File: src/tqv_io_macros.svh
/*
 * Address map and timing constants for the TinyQV I/O block.
 * The UART divider and time period assume a 64 MHz clock.
 * TIME_PERIOD must stay 64 because the time counter is 6 bits wide.
 */
`ifndef TQV_IO_MACROS_SVH
`define TQV_IO_MACROS_SVH

// Local register window, compared with addr[27:6] (byte address 0x8000000)
`define LOCAL_WINDOW 22'h200000

// User peripheral window, compared with addr[27:11] (2 KB at 0x8000000)
`define USER_WINDOW 17'h10000

// User register byte offsets within the user window
`define USER_REG_OUT 11'h400
`define USER_REG_IN 11'h404
`define USER_REG_IRQ 11'h408

// 64 MHz / 4 Mbit/s
`define UART_CLKS_PER_BIT 16

// Clock cycles between time pulses
`define TIME_PERIOD 64

`endif

File: src/tqv_io_pkg.sv
/*
 * Shared types for the TinyQV I/O block.
 * Peripheral codes match addr[5:2] inside the local register window.
 * Transfer size encoding follows the core's write_n/read_n levels.
 */
package tqv_io_pkg;

    // Peripheral selected by the current data address
    typedef enum logic [3:0] {
        PERI_NONE              = 4'h0,
        PERI_GPIO_OUT_SEL      = 4'h3,
        PERI_DEBUG_UART        = 4'h6,
        PERI_DEBUG_UART_STATUS = 4'h7,
        PERI_DEBUG             = 4'hC,
        PERI_USER              = 4'hF
    } peri_sel_e;

    // Size of a core data transfer, TXN_NONE when idle
    typedef enum logic [1:0] {
        TXN_BYTE = 2'd0,
        TXN_HALF = 2'd1,
        TXN_WORD = 2'd2,
        TXN_NONE = 2'd3
    } txn_size_e;

    // Debug UART transmitter states
    typedef enum logic [1:0] {
        UART_IDLE,
        UART_START,
        UART_DATA,
        UART_STOP
    } uart_state_e;

endpackage

File: src/peri_addr_decode.sv
/*
 * Data address decoder for the TinyQV I/O block.
 * The local register window overlaps the user window and wins.
 * Local addresses must be word aligned, otherwise they decode as unmapped.
 * Purely combinational; wr_en/rd_en carry no peripheral qualification.
 */
`include "tqv_io_macros.svh"

module peri_addr_decode (
    input  logic [27:0]             addr,
    input  tqv_io_pkg::txn_size_e   write_n,
    input  tqv_io_pkg::txn_size_e   read_n,
    output tqv_io_pkg::peri_sel_e   peri_sel,
    output logic                    wr_en,
    output logic                    rd_en,
    output logic [1:0]              txn_active
);

    tqv_io_pkg::peri_sel_e local_code;

    assign local_code = tqv_io_pkg::peri_sel_e'(addr[5:2]);

    always_comb begin
        peri_sel = tqv_io_pkg::PERI_NONE;
        if (addr[27:6] == `LOCAL_WINDOW) begin
            // Only aligned accesses to the listed local registers exist
            if (addr[1:0] == 2'b00) begin
                case (local_code)
                    tqv_io_pkg::PERI_GPIO_OUT_SEL,
                    tqv_io_pkg::PERI_DEBUG_UART,
                    tqv_io_pkg::PERI_DEBUG_UART_STATUS,
                    tqv_io_pkg::PERI_DEBUG:     peri_sel = local_code;
                    default:                    peri_sel = tqv_io_pkg::PERI_NONE;
                endcase
            end
        end else if (addr[27:11] == `USER_WINDOW) begin
            peri_sel = tqv_io_pkg::PERI_USER;
        end
    end

    assign wr_en = (write_n != tqv_io_pkg::TXN_NONE);
    assign rd_en = (read_n != tqv_io_pkg::TXN_NONE);

    // Read active in bit 1, write active in bit 0
    assign txn_active = {rd_en, wr_en};

    // The core never issues a read and a write in the same cycle
    always_comb begin
        a_no_wr_rd_overlap: assert #0 (!(wr_en === 1'b1 && rd_en === 1'b1))
            else $error("write and read strobes active together");
    end

endmodule

File: src/io_control_regs.sv
/*
 * Local control registers of the TinyQV I/O block.
 * gpio_out_sel and debug_register_data take their reset values from ui_in.
 * ui_in_sync lags ui_in by two clock edges; debug_rd_r by one.
 * time_pulse fires once every TIME_PERIOD cycles.
 */
`include "tqv_io_macros.svh"

module io_control_regs (
    input  logic                    clk,
    input  logic                    rst_reg_n,
    input  logic [7:0]              ui_in,
    input  tqv_io_pkg::peri_sel_e   peri_sel,
    input  logic                    wr_en,
    input  logic [31:0]             data_in,
    input  logic [3:0]              debug_rd,
    output logic [1:0]              gpio_out_sel,
    output logic                    debug_register_data,
    output logic [3:0]              debug_rd_r,
    output logic [7:0]              ui_in_sync,
    output logic                    time_pulse
);

    logic [7:0] ui_in_meta;
    logic [5:0] time_count;

    // Output select for pins 7 and 6, plus the debug display switch
    always_ff @(posedge clk) begin
        if (!rst_reg_n) begin
            gpio_out_sel        <= {~ui_in[0], 1'b0};
            debug_register_data <= ui_in[1];
        end else if (wr_en) begin
            if (peri_sel == tqv_io_pkg::PERI_GPIO_OUT_SEL) begin
                gpio_out_sel <= data_in[7:6];
            end
            if (peri_sel == tqv_io_pkg::PERI_DEBUG) begin
                debug_register_data <= data_in[0];
            end
        end
    end

    // Free running time base
    always_ff @(posedge clk) begin
        if (!rst_reg_n) begin
            time_count <= '0;
        end else begin
            time_count <= time_count + 6'd1;
        end
    end

    assign time_pulse = (time_count == 6'(`TIME_PERIOD - 1));

    // Two stage synchronizer and debug register capture
    always_ff @(posedge clk) begin
        ui_in_meta <= ui_in;
        ui_in_sync <= ui_in_meta;
        debug_rd_r <= debug_rd;
    end

    a_time_pulse_single: assert property (
        @(posedge clk) disable iff (!rst_reg_n) time_pulse |=> !time_pulse
    ) else $error("time_pulse high on consecutive cycles");

endmodule

File: src/debug_uart_tx.sv
/*
 * Debug UART transmitter, 8N1, LSB first.
 * Each bit lasts UART_CLKS_PER_BIT clocks, so a frame takes 160 cycles.
 * tx_start while busy is ignored; the byte is not queued.
 * uart_busy rises the cycle after the start and falls when the stop bit ends.
 */
`include "tqv_io_macros.svh"

module debug_uart_tx (
    input  logic        clk,
    input  logic        rst_reg_n,
    input  logic        tx_start,
    input  logic [7:0]  tx_data,
    output logic        uart_txd,
    output logic        uart_busy
);

    tqv_io_pkg::uart_state_e state;
    logic [3:0]              clk_cnt;
    logic [2:0]              bit_idx;
    logic [7:0]              shift_reg;
    logic                    bit_end;

    assign bit_end   = (clk_cnt == 4'(`UART_CLKS_PER_BIT - 1));
    assign uart_busy = (state != tqv_io_pkg::UART_IDLE);

    always_ff @(posedge clk) begin
        if (!rst_reg_n) begin
            state    <= tqv_io_pkg::UART_IDLE;
            uart_txd <= 1'b1;
            clk_cnt  <= '0;
            bit_idx  <= '0;
        end else begin
            // Bit timer runs only inside a frame
            if (state == tqv_io_pkg::UART_IDLE || bit_end) begin
                clk_cnt <= '0;
            end else begin
                clk_cnt <= clk_cnt + 4'd1;
            end

            case (state)
                tqv_io_pkg::UART_IDLE: begin
                    if (tx_start) begin
                        state    <= tqv_io_pkg::UART_START;
                        uart_txd <= 1'b0;
                    end
                end
                tqv_io_pkg::UART_START: begin
                    if (bit_end) begin
                        state    <= tqv_io_pkg::UART_DATA;
                        uart_txd <= shift_reg[0];
                        bit_idx  <= '0;
                    end
                end
                tqv_io_pkg::UART_DATA: begin
                    if (bit_end) begin
                        if (bit_idx == 3'd7) begin
                            state    <= tqv_io_pkg::UART_STOP;
                            uart_txd <= 1'b1;
                        end else begin
                            uart_txd <= shift_reg[0];
                            bit_idx  <= bit_idx + 3'd1;
                        end
                    end
                end
                default: begin
                    // Stop bit, line already high
                    if (bit_end) begin
                        state <= tqv_io_pkg::UART_IDLE;
                    end
                end
            endcase
        end
    end

    // Shift register moves one bit each time a bit goes out on the line
    always_ff @(posedge clk) begin
        if (state == tqv_io_pkg::UART_IDLE && tx_start) begin
            shift_reg <= tx_data;
        end else if (bit_end && state != tqv_io_pkg::UART_STOP) begin
            shift_reg <= {1'b0, shift_reg[7:1]};
        end
    end

    a_idle_line_high: assert property (
        @(posedge clk) disable iff (!rst_reg_n)
        (state == tqv_io_pkg::UART_IDLE) |-> uart_txd
    ) else $error("uart_txd low while idle");

endmodule

File: src/user_peripherals.sv
/*
 * User peripheral block: output byte, input readback, interrupt flags.
 * Reads are registered, so peri_data_ready rises one cycle after the read
 * starts and stays high while the read is held.
 * irq_flags[i] latches a rising edge on ui_in_sync[i+2].
 * Writes to IRQ clear each flag whose data bit is 1. Other offsets read 0.
 */
`include "tqv_io_macros.svh"

module user_peripherals (
    input  logic        clk,
    input  logic        rst_reg_n,
    input  logic [7:0]  ui_in_sync,
    input  logic [10:0] addr_low,
    input  logic [31:0] data_in,
    input  logic        wr_en,
    input  logic        rd_en,
    input  logic        user_sel,
    output logic [7:0]  peri_out,
    output logic [31:0] peri_data_out,
    output logic        peri_data_ready,
    output logic [5:0]  irq_flags
);

    logic        wr_active;
    logic        rd_active;
    logic        rd_pending;
    logic [5:0]  irq_prev;
    logic [5:0]  irq_rise;
    logic [5:0]  irq_clear;
    logic [31:0] rd_data;

    assign wr_active = wr_en && user_sel;
    assign rd_active = rd_en && user_sel;

    assign irq_rise  = ui_in_sync[7:2] & ~irq_prev;
    assign irq_clear = (wr_active && addr_low == `USER_REG_IRQ) ? data_in[5:0] : 6'h00;

    always_ff @(posedge clk) begin
        if (!rst_reg_n) begin
            peri_out   <= '0;
            irq_flags  <= '0;
            rd_pending <= 1'b0;
        end else begin
            if (wr_active && addr_low == `USER_REG_OUT) begin
                peri_out <= data_in[7:0];
            end
            // A new edge wins over a clear in the same cycle
            irq_flags  <= (irq_flags & ~irq_clear) | irq_rise;
            rd_pending <= rd_active;
        end
    end

    // Read data selection
    always_comb begin
        case (addr_low)
            `USER_REG_IN:  rd_data = {24'h0, ui_in_sync};
            `USER_REG_IRQ: rd_data = {26'h0, irq_flags};
            default:       rd_data = 32'h0;
        endcase
    end

    always_ff @(posedge clk) begin
        irq_prev      <= ui_in_sync[7:2];
        peri_data_out <= rd_data;
    end

    // Drops as soon as the core releases the read
    assign peri_data_ready = rd_pending && rd_active;

endmodule

File: src/io_result_mux.sv
/*
 * Read data, ready and dedicated output pin multiplexing.
 * Unmapped reads return all ones with ready in the same cycle.
 * Only user peripheral reads wait, on peri_data_ready.
 * gpio_out_sel[1:0] holds select bits 7:6.
 */
module io_result_mux (
    input  tqv_io_pkg::peri_sel_e   peri_sel,
    input  logic [1:0]              gpio_out_sel,
    input  logic                    uart_busy,
    input  logic                    uart_txd,
    input  logic [31:0]             peri_data_out,
    input  logic                    peri_data_ready,
    input  logic [7:0]              peri_out,
    input  logic                    debug_register_data,
    input  logic [3:0]              debug_rd_r,
    input  logic [13:0]             debug_flags,
    input  logic [1:0]              txn_active,
    input  logic [3:0]              debug_sel,
    output logic [31:0]             data_out,
    output logic                    data_ready,
    output logic [7:0]              uo_out
);

    logic [15:0] debug_signals;
    logic        debug_signal;

    always_comb begin
        case (peri_sel)
            tqv_io_pkg::PERI_GPIO_OUT_SEL:      data_out = {24'h0, gpio_out_sel, 6'h0};
            tqv_io_pkg::PERI_DEBUG_UART_STATUS: data_out = {31'h0, uart_busy};
            tqv_io_pkg::PERI_USER:              data_out = peri_data_out;
            default:                            data_out = 32'hFFFF_FFFF;
        endcase
    end

    assign data_ready = (peri_sel == tqv_io_pkg::PERI_USER) ? peri_data_ready : 1'b1;

    // Core debug flags on top, bus activity in the two lowest slots
    assign debug_signals = {debug_flags, txn_active};
    assign debug_signal  = debug_signals[debug_sel];

    assign uo_out[1:0] = peri_out[1:0];
    assign uo_out[5:2] = debug_register_data ? debug_rd_r : peri_out[5:2];
    assign uo_out[6]   = gpio_out_sel[0] ? peri_out[6] : uart_txd;
    assign uo_out[7]   = gpio_out_sel[1] ? peri_out[7] : debug_signal;

endmodule

File: src/tqv_io_top.sv
/*
 * I/O side of the TinyQV microcontroller, between the core's data port
 * and the dedicated tile pins. The core and QSPI side are external.
 * rst_n is sampled on the falling clock edge; all logic resets
 * synchronously from that registered copy.
 * ui_in[6:3] picks the debug signal shown on uo_out[7].
 */
module tqv_io_top (
    input  logic                    clk,
    input  logic                    rst_n,
    input  logic [7:0]              ui_in,
    input  logic [27:0]             addr,
    input  tqv_io_pkg::txn_size_e   write_n,
    input  tqv_io_pkg::txn_size_e   read_n,
    input  logic [31:0]             data_in,
    input  logic [13:0]             debug_flags,
    input  logic [3:0]              debug_rd,
    output logic [7:0]              uo_out,
    output logic [31:0]             data_out,
    output logic                    data_ready,
    output logic [15:0]             interrupt_req,
    output logic                    time_pulse
);

    logic                  rst_reg_n;
    tqv_io_pkg::peri_sel_e peri_sel;
    logic                  wr_en;
    logic                  rd_en;
    logic [1:0]            txn_active;
    logic [1:0]            gpio_out_sel;
    logic                  debug_register_data;
    logic [3:0]            debug_rd_r;
    logic [7:0]            ui_in_sync;
    logic                  tx_start;
    logic                  uart_txd;
    logic                  uart_busy;
    logic [7:0]            peri_out;
    logic [31:0]           peri_data_out;
    logic                  peri_data_ready;
    logic [5:0]            irq_flags;

    // Half a cycle of setup margin for the reset release
    always_ff @(negedge clk) begin
        rst_reg_n <= rst_n;
    end

    assign tx_start      = wr_en && (peri_sel == tqv_io_pkg::PERI_DEBUG_UART);
    assign interrupt_req = {8'h00, irq_flags, ui_in_sync[1:0]};

    peri_addr_decode peri_addr_decode_inst (
        .addr(addr), .write_n(write_n), .read_n(read_n),
        .peri_sel(peri_sel), .wr_en(wr_en), .rd_en(rd_en), .txn_active(txn_active)
    );

    io_control_regs io_control_regs_inst (
        .clk(clk), .rst_reg_n(rst_reg_n), .ui_in(ui_in), .peri_sel(peri_sel),
        .wr_en(wr_en), .data_in(data_in), .debug_rd(debug_rd),
        .gpio_out_sel(gpio_out_sel), .debug_register_data(debug_register_data),
        .debug_rd_r(debug_rd_r), .ui_in_sync(ui_in_sync), .time_pulse(time_pulse)
    );

    debug_uart_tx debug_uart_tx_inst (
        .clk(clk), .rst_reg_n(rst_reg_n), .tx_start(tx_start), .tx_data(data_in[7:0]),
        .uart_txd(uart_txd), .uart_busy(uart_busy)
    );

    user_peripherals user_peripherals_inst (
        .clk(clk), .rst_reg_n(rst_reg_n), .ui_in_sync(ui_in_sync), .addr_low(addr[10:0]),
        .data_in(data_in), .wr_en(wr_en), .rd_en(rd_en),
        .user_sel(peri_sel == tqv_io_pkg::PERI_USER),
        .peri_out(peri_out), .peri_data_out(peri_data_out),
        .peri_data_ready(peri_data_ready), .irq_flags(irq_flags)
    );

    io_result_mux io_result_mux_inst (
        .peri_sel(peri_sel), .gpio_out_sel(gpio_out_sel), .uart_busy(uart_busy),
        .uart_txd(uart_txd), .peri_data_out(peri_data_out),
        .peri_data_ready(peri_data_ready), .peri_out(peri_out),
        .debug_register_data(debug_register_data), .debug_rd_r(debug_rd_r),
        .debug_flags(debug_flags), .txn_active(txn_active), .debug_sel(ui_in[6:3]),
        .data_out(data_out), .data_ready(data_ready), .uo_out(uo_out)
    );

endmodule

File: config.mk
export PLATFORM = sky130hd
export DESIGN_NAME = tqv_io_top
export DESIGN_NICKNAME = d
export VERILOG_FILES = /design/src/tqv_io_pkg.sv /design/src/peri_addr_decode.sv /design/src/io_control_regs.sv /design/src/debug_uart_tx.sv /design/src/user_peripherals.sv /design/src/io_result_mux.sv /design/src/tqv_io_top.sv
export VERILOG_INCLUDE_DIRS = /design/src /design/src/src
export SDC_FILE = /design/constraint.sdc
export NUM_CORES = 1
export LEC_CHECK = 0
export ABC_AREA = 1
export BUFFER_PORTS_ARGS = -buffer_cell sky130_fd_sc_hd__buf_2
export CAP_MARGIN = 20
export CORE_ASPECT_RATIO = 1.5
export CORE_MARGIN = 2
export CORE_UTILIZATION = 48
export CTS_CLUSTER_SIZE = 12
export DETAILED_ROUTE_END_ITERATION = 10
export GPL_ROUTABILITY_DRIVEN = 0
export PLACE_DENSITY = 0.84
export SYNTH_ARGS = -nofsm -noshare
export SYNTH_HDL_FRONTEND = slang
export SYNTH_SLANG_ARGS = --single-unit
File: constraint.sdc
create_clock -name clk -period 4.68 [get_ports clk]
set_clock_uncertainty 0.05 [all_clocks]
set_input_delay 1.404 -clock clk [delete_from_list [all_inputs] [get_ports clk]]
set_output_delay 1.404 -clock clk [all_outputs]
set_load 0.005 [all_outputs]
### After elaboration in Yosys (flattened, before gate mapping)

Cells that the tools add are included.

* order comparisons: 1
* equality and inequality tests: 30
* add/subtract/negate cells: 3
* bitwise gates (word level): 7
* multiply operators: 0
* reductions and logical operators: 24
* div/mod/pow operators: 0
* shift-type cells: 0
* muxes and demuxes: 36

Operators by type and width (number)
* $pmux W32 S3: 1
* $eq A11 B11 Y1 const B: 3
* $eq A22 B22 Y1 const B: 1
* $mux W4: 5
* $eq A17 B17 Y1 const B: 1
* $eq A4 B3 Y1 const B: 4
* $eq A4 B4 Y1 const B: 4
* $mux W2: 8
* $mux W8: 2
* $pmux W8 S2: 1
* $ne A2 B1 Y1 const B: 7
* $and A6 B6 Y6: 2
* $not A6 Y6: 2
* $mux W1: 11
* $mux W3: 3
* $eq A4 B2 Y1 const B: 2
* $logic_and A1 B1 Y1: 8
* $ne A2 B2 Y1 const B: 4
* $reduce_and A4 Y1: 2
* $reduce_bool A2 Y1: 4
* $add A6 B1 Y6 const B: 1
* $eq A6 B6 Y1 const B: 1
* $mux W6: 1
* $or A6 B6 Y6: 1
* other kinds (18): 22

* input port bits: 92
* bits in latches: 0
* output and inout port bits: 58
* bits in read-only memories: 0
* memories kept: 0
* flip-flop bits (word level): 77
* RAM bits: 0

### Longest topological paths before layout

Gate-level depths: netlist of the first run.

* depth in word-level cells: 12
* depth in mapped cells: 14

### Cells and area by module

A second synthesis of the first run with hierarchy kept.

* cell total of the unflattened synthesis: 539
* area total of the unflattened synthesis: 3995.1 µm²

By module, submodules not included
* user_peripherals: area each 1290.0 µm², instances 1, seq. area each 580.6 µm², cells each 168
* debug_uart_tx: area each 935.9 µm², instances 1, seq. area each 440.4 µm², cells each 98
* io_control_regs: area each 823.3 µm², instances 1, seq. area each 600.6 µm², cells each 77
* io_result_mux: area each 600.6 µm², instances 1, seq. area each 0.0 µm², cells each 130
* peri_addr_decode: area each 226.5 µm², instances 1, seq. area each 0.0 µm², cells each 47
* tqv_io_top: area each 118.9 µm², instances 1, seq. area each 20.0 µm², cells each 19

==> metrics.md, run 1 <==
| Metric | Value |
|---|---|
| Status | `completed` |
| Maximum clock frequency | `0.224 GHz` |
| CTS Hold Buffers Added | `0` |
| IO buf count | `117` |
| Maximum vdd drop | `0.217 mV` |
| Yosys reg bits | `77` |
| Worst setup margin | `0.208 ns` |
| Fin util | `0.588` |
| Post-route setup TNS | `0 ns` |
| Clk root buf | `clkbuf_16` |
| TritonCTS clock tree | `done` |
| Hold Slack | `0.273 ns` |
| Initial Utilization | `0.489` |
| Setup repair bufs after CTS | `0` |
| Clock-pin slew on the worst setup and hold paths | `0.06 ns` |
| Avg Cell Area, Syn | `7.65 um^2` |
| CP startpoint kind | `input pin` |
| Synth Instances | `480` |
| Row count | `39` |
| Top area cells in the synthesized netlist | `dfxtp_1 37%, edfxtp_1 8.2%, nand2_1 8.1%` |
| Post-DRT Antenna Nets | `0` |
| Fin crit period | `4.47 ns` |
| Kind of critical path | `input pin to output pin` |
| LEAKAGE | `2.10 nW` |
| Vias | `3,293` |
| FFs w/ async S/R, synth | `0` |
| Area delta synth->final | `20.4%` |
| Worst flop-to-flop path startpoint | `rst_reg_n$_DFF_N_` |
| DRC violation count after routing | `0` |
| Pre-Repair DR Iteration Count | `4` |
| RSZ-0062 raised after global routing | `yes` |
| Register area share after synthesis | `0.447` |
| Psw | `0.450 mW` |
| Wire length of the first global-routing pass | `13.1 mm` |
| Final hold violation count | `0` |
| PD cells | `365 mW/mm^2` |
| Worst endpoint required time | `3.23 ns` |
| H-tree depth | `3` |
| Power Internal | `1.16 mW` |
| Ant. Diodes | `0` |
| Gates resized, CTS repair | `0` |
| Largest net degree at the start of global routing | `25` |
| Dominant synthesized flop cell | `dfxtp_1` |
| Routed len/inst | `12.3 um` |
| Post-synth EDFFs | `10` |
| Clock sinks | `77` |
| Post-synth top area cell | `dfxtp_1` |
| Reg2reg end | `io_control_regs_inst.debug_register_data$_DFFE_PP_` |
| Clock Latency Late Sink | `0.38 ns` |
| Reg power frac | `0.448` |
| R2R Setup Slk | `1.23 ns` |
| Die area | `0.00838 mm^2` |
| Met2 Use GR | `0.372` |
| Global-route met1 utilization | `0.209` |
| Vias per cell | `4.81` |
| Hold Path Sink | `io_control_regs_inst.ui_in_sync[4]$_DFF_P_` |
| Chip width | `75.4 um` |
| Initial DRC count | `111` |
| Most Crowded Layer GR | `met2` |
| Place WS | `0.207 ns` |
| Netlist cell types | `37` |
| Synth Cell Area | `0.00367 mm^2` |
| Die span in y | `111 um` |
| Hold_sp | `io_control_regs_inst.ui_in_meta[4]$_DFF_P_` |
| Crit path largest cell delay | `0.29 ns` |
| Clock power frac | `0.393` |
| WHS Path Cells | `0` |
| Final setup viols | `0` |
| Routed WL | `8.40 mm` |
| Core footprint | `0.00751 mm^2` |
| GRT met3 Usage | `0.0318` |
| CTS Buffer Depth | `2` |
| HP Class | `flop to flop` |
| CP cell instances | `buf_2 > inv_2 > nor2_1 > a21oi_1 > inv_1 > o2111ai_1 > nor3_1 > inv_1 > nand2_2 > inv_1 > buf_2` |
| Crit share post-route | `0.956` |
| Worst R2R Path Depth | `2` |
| Aggregate global-route resource usage | `0.203` |
| Max-Cap Viols | `0` |
| Synth warn | `0` |
| GRT overflow | `0` |
| # fillers | `694` |
| Initial antenna violation count | `0` |
| Ports | `150` |
| Combinational Power Share | `0.159` |
| Yosys top cell area share | `0.365` |
| Nets | `678` |
| Layout cell share with drive strength beyond 1 | `0.290` |
| Worst path slowest cell | `nor3_1` |
| Number of global-route vias before repair | `3,089` |
| Sw Share | `0.279` |
| Max Slew Vio Count | `0` |
| Dpl hpwl | `6.73 mm` |
| Critical Path Fanout Max | `24` |
| CTS Buf Count | `9` |
| CP Capture Type | `output pin` |
| Most frequent CP cell | `inv_1` |
| Post-layout power | `1.61 mW` |
| Crit path DAT | `3.02 ns` |
## synth_stat cells, types with 2 or more instances
cell type / count
o211ai_1: 2
edfxtp_1: 10
nand4_1: 5
nor2_1: 62
dfxtp_1: 67
nand2_2: 7
a21oi_1: 25
ha_1: 9
nand3_1: 17
buf_4: 35
o21ai_1: 4
or2_2: 8
nor2_2: 3
clkbuf_1: 3
inv_1: 70
nor2_4: 4
nand2_1: 79
o21ai_2: 3
nor3_1: 5
o21ai_0: 39
o221ai_1: 3
inv_2: 4
o22ai_1: 2
## cell usage in the layout (no fill, tap or decap), types with 9 or more instances in the layout
cell	instances
nand3_1	17
a21oi_1	25
clkbuf_16	9
ha_1	9
nor2_1	62
edfxtp_1	10
o21ai_0	39
buf_2	118
nand2_1	79
dfxtp_1	67
inv_1	70
## power by group through the flow
| stage | registers, mW | clock network (mW) | logic (mW) |
|---|---|---|---|
| floorplan | 0.732 | 0.00267 | 0.173 |
| global placement | 0.735 | 0.00267 | 0.244 |
| detailed placement | 0.737 | 0.00267 | 0.252 |
| CTS | 0.723 | 0.650 | 0.254 |
| global route | 0.728 | 0.674 | 0.289 |
| finish | 0.723 | 0.635 | 0.256 |
## critical path, delay by kind of cell
kind | cells | cell delay, ns
AOI/OAI and AO/OA | 2 | 0.24
buffers and inverters | 6 | 0.79
and+or+nand+nor | 3 | 0.57
## through the flow
step                instances  instance area [um^2]
finish                    684                  4420
global route              684                  4420
CTS                       683                  4420
detailed placement        667                  4130
global placement          667                  4130
floorplan                 487                  3700
## layer usage
layer	share of wire	vias to the layer above
met3	0.064	22
met4	0.038	0
met1	0.38	1477
met5	0	-
met2	0.52	118
li1	-	1676
## worst max path at each step
stage | from | endpoint | cells past startpoint
final | addr[3] | data_out[14] | 11
after global routing | addr[3] | data_out[14] | 11
after CTS | addr[3] | data_out[14] | 11
after detailed placement | addr[3] | data_out[14] | 11
after global placement | addr[11] | data_out[9] | 10
after floorplan | addr[10] | data_out[10] | 9
## cell families after synthesis
group,after synthesis,synth area share
AOI/OAI and AO/OA,81,0.123
xor gates and xnor gates,1,0.00239
adders and majority gates,9,0.0307
buffers and inverters,115,0.156
DFF,77,0.447
other,1,0.00102
and+or+nand+nor,196,0.240
## cell type report
type	count	area, um^2	area share
Clock buffer	9	225	0.0509
Clock inverter	8	61.3	0.0139
Inverter	73	274	0.0620
Multi-Input combinational cell	295	1490	0.336
Sequential cell	77	1640	0.371
Tap cell	102	128	0.0289
Timing Repair Buffer	120	606	0.137
Power figures use the tool's default switching activity.
==> inputs of run 2 (changes only) <==
- CORE_UTILIZATION: 48 -> 50
- PLACE_DENSITY: 0.84 -> 0.86
- clock period: 4.68 -> 5.6 ns (I/O delays scaled with it)
==> run 2 against run 1 <==
Effect of this change: global-route usage up 1.4 points; design area shrank 0.88%; clock-buffer cell count up 5; highest routed layer unchanged; core utilization up 2.2 points; sequential power is 16% lower; setup slack gained 0.22 ns.
==> metrics.md, run 2 (same netlist as run 1, synthesis figures left out) <==
| Metric | Value |
|---|---|
| Kind of critical path | `input pin to output pin` |
| Sequential cell area | `0.00164 mm^2 (unchanged)` |
| PD cells | `302 mW/mm^2 (-17%)` |
| Setup repair bufs after CTS | `0 (unchanged)` |
| Ports | `150 (unchanged)` |
| H-tree depth | `3 (unchanged)` |
| CTS Buf Count | `9 (unchanged)` |
| Gates resized, CTS repair | `0 (unchanged)` |
| Final hold violation count | `0 (unchanged)` |
| Vias | `3,307 (+0.43%)` |
| Dpl hpwl | `6.78 mm (+0.70%)` |
| Maximum vdd drop | `0.173 mV (-21%)` |
| Max Slew Vio Count | `0 (unchanged)` |
| Core footprint | `0.00718 mm^2 (-4.5%)` |
| Initial antenna violation count | `0 (unchanged)` |
| WHS Path Cells | `0 (unchanged)` |
| Pre-Repair DR Iteration Count | `5 (+1)` |
| Layout cell share with drive strength beyond 1 | `0.287 (-0.00294)` |
| Routed len/inst | `12.6 um (+2.3%)` |
| Largest net degree at the start of global routing | `25 (unchanged)` |
| CP startpoint kind | `input pin` |
| Fin crit period | `5.18 ns` |
| GRT overflow | `0 (unchanged)` |
| TritonCTS clock tree | `done` |
| Initial DRC count | `164 (+48%)` |
| Ant. Diodes | `0 (unchanged)` |
| Max-Cap Viols | `0 (unchanged)` |
| Aggregate global-route resource usage | `0.217 (+0.0142)` |
| Clk root buf | `clkbuf_8` |
| Area of the multi-input gates | `0.00149 mm^2 (unchanged)` |
| Most frequent cells in the layout | `118 x buf_2, 79 x nand2_1, 70 x inv_1` |
| R2R Setup Slk | `1.45 ns (+0.22 ns)` |
| Crit path DAT | `3.45 ns (+0.43 ns)` |
| Worst endpoint required time | `3.87 ns (+0.64 ns)` |
| Die span in y | `109 um (-1.9%)` |
| Nets | `677 (-0.15%)` |
| Crit share post-route | `0.924` |
| Clock sinks | `77 (unchanged)` |
| Clock Latency Late Sink | `0.37 ns (about the same)` |
| Maximum clock frequency | `0.193 GHz` |
| Hold Path Sink | `io_control_regs_inst.ui_in_sync[4]$_DFF_P_` |
| Status | `completed` |
| Final setup viols | `0 (unchanged)` |
| CTS Buffer Depth | `2 (unchanged)` |
| CTS Hold Buffers Added | `0 (unchanged)` |
| Chip width | `74.0 um (-1.9%)` |
| Reg2reg end | `io_control_regs_inst.debug_register_data$_DFFE_PP_` |
| Area delta synth->final | `19.3%` |
| # fillers | `625 (-9.9%)` |
| Initial Utilization | `0.512 (+0.0228)` |
| Hold_sp | `io_control_regs_inst.ui_in_meta[4]$_DFF_P_` |
| Post-DRT Antenna Nets | `0 (unchanged)` |
| Worst flop-to-flop path startpoint | `rst_reg_n$_DFF_N_` |
| LEAKAGE | `2.08 nW (-0.87%)` |
| Row count | `38 (-2.6%)` |
| DRC violation count after routing | `0 (unchanged)` |
| CP Capture Type | `output pin` |
| Vias per cell | `4.86 (+0.87%)` |
| Clock-pin slew on the worst setup and hold paths | `0.07 ns (about the same)` |
| IO buf count | `117 (unchanged)` |
| Worst R2R Path Depth | `4 (+2)` |
| Number of global-route vias before repair | `3,053 (-1.2%)` |
| Wire length of the first global-routing pass | `13.2 mm (+0.89%)` |
| Commonest non-fill, non-tap cell in the layout | `buf_2` |
| Hold Slack | `0.272 ns (-0.000156 ns)` |
| Post-route setup TNS | `0 ns (unchanged)` |
| Die area | `0.00806 mm^2 (-3.8%)` |
| HP Class | `flop to flop` |
| Routed WL | `8.56 mm (+1.9%)` |
| Critical Path Fanout Max | `24 (unchanged)` |
| RSZ-0062 raised after global routing | `no` |
==> run 2: layout make-up <==
cell class,instances,area share
Inverter,73,0.0625
Multi-Input combinational cell,295,0.339
Timing Repair Buffer,119,0.136
Clock buffer,14,0.0443
Tap cell,100,0.0286
Clock inverter,3,0.0146
Sequential cell,77,0.375
==> run 2: per-layer routing <==
layer	vias up	global-route usage	part of all wire
met1	1480	0.209	0.37
met5	-	0	0
li1	1674	-	-
met3	24	0.0527	0.065
met2	129	0.404	0.54
met4	0	0.123	0.033
==> run 2: how the worst max path moves through the flow <==
stage	to	cells past startpoint	from	slack, ns
after floorplan	data_out[10]	9	addr[10]	0.78
after global placement	data_out[18]	10	addr[9]	0.52
after detailed placement	data_out[11]	10	addr[10]	0.43
after CTS	data_out[11]	10	addr[10]	0.42
after global routing	data_out[21]	10	addr[10]	0.18
final	data_out[21]	10	addr[10]	0.42
==> run 2: where the power goes <==
group	switching, mW	internal, mW	total, mW
clock	0.185	0.316	0.501
sequential	0.0188	0.586	0.604
combinational	0.136	0.0806	0.217
total	0.340	0.982	1.32
==> run 2: per-stage QoR <==
stage	worst slack, ns	area, um^2	util	instances	total power, mW
3_5_place_dp	0.428	4120	0.574	664	0.834
6_report	0.423	4380	0.610	681	1.32
5_1_grt	0.179	4380	0.610	681	1.39
3_3_place_gp	0.523	4120	0.574	664	0.819
2_1_floorplan	0.778	3700	-	487	0.759
4_1_cts	0.419	4380	0.610	680	1.33
==> run 2: worst max-delay path, stage by stage <==
cell     delay (ns)
buf_2          0.12
nor2_1         0.13
nand2_1        0.10
nor2_4         0.11
nand3_1        0.21
nor3_1         0.38
inv_1          0.09
nand2_2        0.16
inv_1          0.24
buf_2          0.21
==> inputs of run 3 (changes only) <==
- CTS_BUF_LIST: unset -> sky130_fd_sc_hd__clkbuf_4 sky130_fd_sc_hd__clkbuf_8
==> run 3 against run 2 <==
Effect of this change: design area is 0.20% higher; sequential power hardly changed; largest power group unchanged; non-clock buffer count stayed put; sequential share of layout area is 0.075 points lower; worst hold slack hardly changed; clock power is 4.6% higher; final cell count stayed put; critical path depth stayed put; via count is 0.67% higher; sequential cell count stayed put.
==> metrics.md, run 3 (same netlist as run 1, synthesis figures left out) <==
| Metric | Value |
|---|---|
| Maximum vdd drop | `0.179 mV (+3.4%)` |
| Aggregate global-route resource usage | `0.218 (+0.000718)` |
| Dpl cells | `664 (unchanged)` |
| Commonest non-fill, non-tap cell in the layout | `buf_2` |
| Max Slew Vio Count | `0 (unchanged)` |
| Routed WL | `8.63 mm (+0.89%)` |
| Max-Cap Viols | `0 (unchanged)` |
| Chip width | `74.0 um (unchanged)` |
| Vias per cell | `4.89 (+0.67%)` |
| TritonCTS clock tree | `done` |
| Setup repair bufs after CTS | `0 (unchanged)` |
| Finished Layout Cells | `681 (unchanged)` |
| CTS Hold Buffers Added | `0 (unchanged)` |
| Die area | `0.00806 mm^2 (unchanged)` |
| Worst flop-to-flop path startpoint | `rst_reg_n$_DFF_N_` |
| Post-DRT Antenna Nets | `0 (unchanged)` |
| Place WS | `0.428 ns (unchanged)` |
| Ports | `150 (unchanged)` |
| Initial DRC count | `145 (-12%)` |
| IO buf count | `117 (unchanged)` |
| Core footprint | `0.00718 mm^2 (unchanged)` |
| CP endpoint | `data_out[21]` |
| Worst endpoint required time | `3.87 ns (about the same)` |
| Worst setup path startpoint | `addr[10]` |
| Reg2reg end | `io_control_regs_inst.debug_register_data$_DFFE_PP_` |
| Clock Latency Late Sink | `0.37 ns (about the same)` |
| Row count | `38 (unchanged)` |
| Layout cell share with drive strength beyond 1 | `0.289 (+0.00172)` |
| Critical Path Fanout Max | `24 (unchanged)` |
| Pre-Repair DR Iteration Count | `4 (-1)` |
| Number of global-route vias before repair | `3,058 (+0.16%)` |
| Worst R2R Path Depth | `4 (unchanged)` |
| LEAKAGE | `2.09 nW (+0.25%)` |
| CP startpoint kind | `input pin` |
| PD cells | `306 mW/mm^2 (+1.6%)` |
| Gates resized, CTS repair | `0 (unchanged)` |
| Area delta synth->final | `19.6%` |
| Final hold violation count | `0 (unchanged)` |
| Clock sinks | `77 (unchanged)` |
| Dpl hpwl | `6.78 mm (unchanged)` |
| Clock-pin slew on the worst setup and hold paths | `0.07 ns (about the same)` |
| Largest net degree at the start of global routing | `25 (unchanged)` |
| WHS Path Cells | `0 (unchanged)` |
| Worst setup margin | `0.430 ns (+0.00656 ns)` |
| DRC violation count after routing | `0 (unchanged)` |
| Final setup viols | `0 (unchanged)` |
| CTS Buf Count | `9 (unchanged)` |
| CP Capture Type | `output pin` |
| Ant. Diodes | `0 (unchanged)` |
| Post-route setup TNS | `0 ns (unchanged)` |
| Crit share post-route | `0.923 (-0.00117)` |
| Nets | `677 (unchanged)` |
| Crit path DAT | `3.44 ns (about the same)` |
| H-tree depth | `3 (unchanged)` |
| Routed len/inst | `12.7 um (+0.89%)` |
| Hold Slack | `0.273 ns (+0.000189 ns)` |
| HP Class | `flop to flop` |
| GRT overflow | `0 (unchanged)` |
| Maximum clock frequency | `0.193 GHz (+0.13%)` |
| Die span in y | `109 um (unchanged)` |
| RSZ-0062 raised after global routing | `no` |
| Fin crit period | `5.17 ns (-0.00656 ns)` |
| Kind of critical path | `input pin to output pin` |
| Initial Utilization | `0.512 (unchanged)` |
| Clk root buf | `clkbuf_8` |
| Vias | `3,329 (+0.67%)` |
| Initial antenna violation count | `0 (unchanged)` |
| Status | `completed` |
| R2R Setup Slk | `1.45 ns (about the same)` |
| Wire length of the first global-routing pass | `13.3 mm (+0.36%)` |
| Most frequent cells in the layout | `118 x buf_2, 79 x nand2_1, 70 x inv_1` |
| CTS Buffer Depth | `2 (unchanged)` |
==> run 3: final cells by class <==
type,count,area [um^2]
clock buffer,13,173
clock inverter,4,93.8
fill,622,2790
inverter,73,274
multi-input combinational,295,1490
sequential,77,1640
tap,100,125
timing repair buffer,119,598
==> run 3: layer usage <==
layer  global-route usage  wire length [um]  up-vias
met1                0.210              3120     1481
met2                0.404              4570      151
li1                     -                 -     1671
met5                    0                 0        -
met4                0.127               318        0
met3               0.0527               631       26
==> run 3: power by group <==
group / internal, mW / switching [mW] / leakage (nW)
Clock: 0.339 / 0.185 / 0.139
Sequential: 0.586 / 0.0190 / 0.661
Combinational: 0.0807 / 0.137 / 1.29
==> run 3: through the flow <==
| stage | utilization | instance area [um^2] | power [mW] |
|---|---|---|---|
| 2_1_floorplan | - | 3700 | 0.759 |
| 3_3_place_gp | 0.574 | 4120 | 0.819 |
| 3_5_place_dp | 0.574 | 4120 | 0.834 |
| 4_1_cts | 0.611 | 4390 | 1.35 |
| 5_1_grt | 0.612 | 4390 | 1.42 |
| 6_report | 0.612 | 4390 | 1.35 |
==> run 3: how the worst min path moves through the flow <==
stage | start | endpoint | slack, ns
final | io_control_regs_inst.ui_in_meta[4]$_DFF_P_ | io_control_regs_inst.ui_in_sync[4]$_DFF_P_ | 0.27
after global routing | io_control_regs_inst.ui_in_meta[4]$_DFF_P_ | io_control_regs_inst.ui_in_sync[4]$_DFF_P_ | 0.29
after CTS | io_control_regs_inst.ui_in_meta[4]$_DFF_P_ | io_control_regs_inst.ui_in_sync[4]$_DFF_P_ | 0.27
after detailed placement | io_control_regs_inst.ui_in_meta[3]$_DFF_P_ | io_control_regs_inst.ui_in_sync[3]$_DFF_P_ | 0.26
after global placement | io_control_regs_inst.ui_in_meta[6]$_DFF_P_ | io_control_regs_inst.ui_in_sync[6]$_DFF_P_ | 0.26
after floorplan | io_control_regs_inst.ui_in_meta[0]$_DFF_P_ | io_control_regs_inst.ui_in_sync[0]$_DFF_P_ | 0.26
==> run 3: critical path: stages <==
cell and delay (ns):
buf_2 0.12, nor2_1 0.13, nand2_1 0.10, nor2_4 0.11
nand3_1 0.21, nor3_1 0.37, inv_1 0.09, nand2_2 0.16
inv_1 0.24, buf_2 0.21
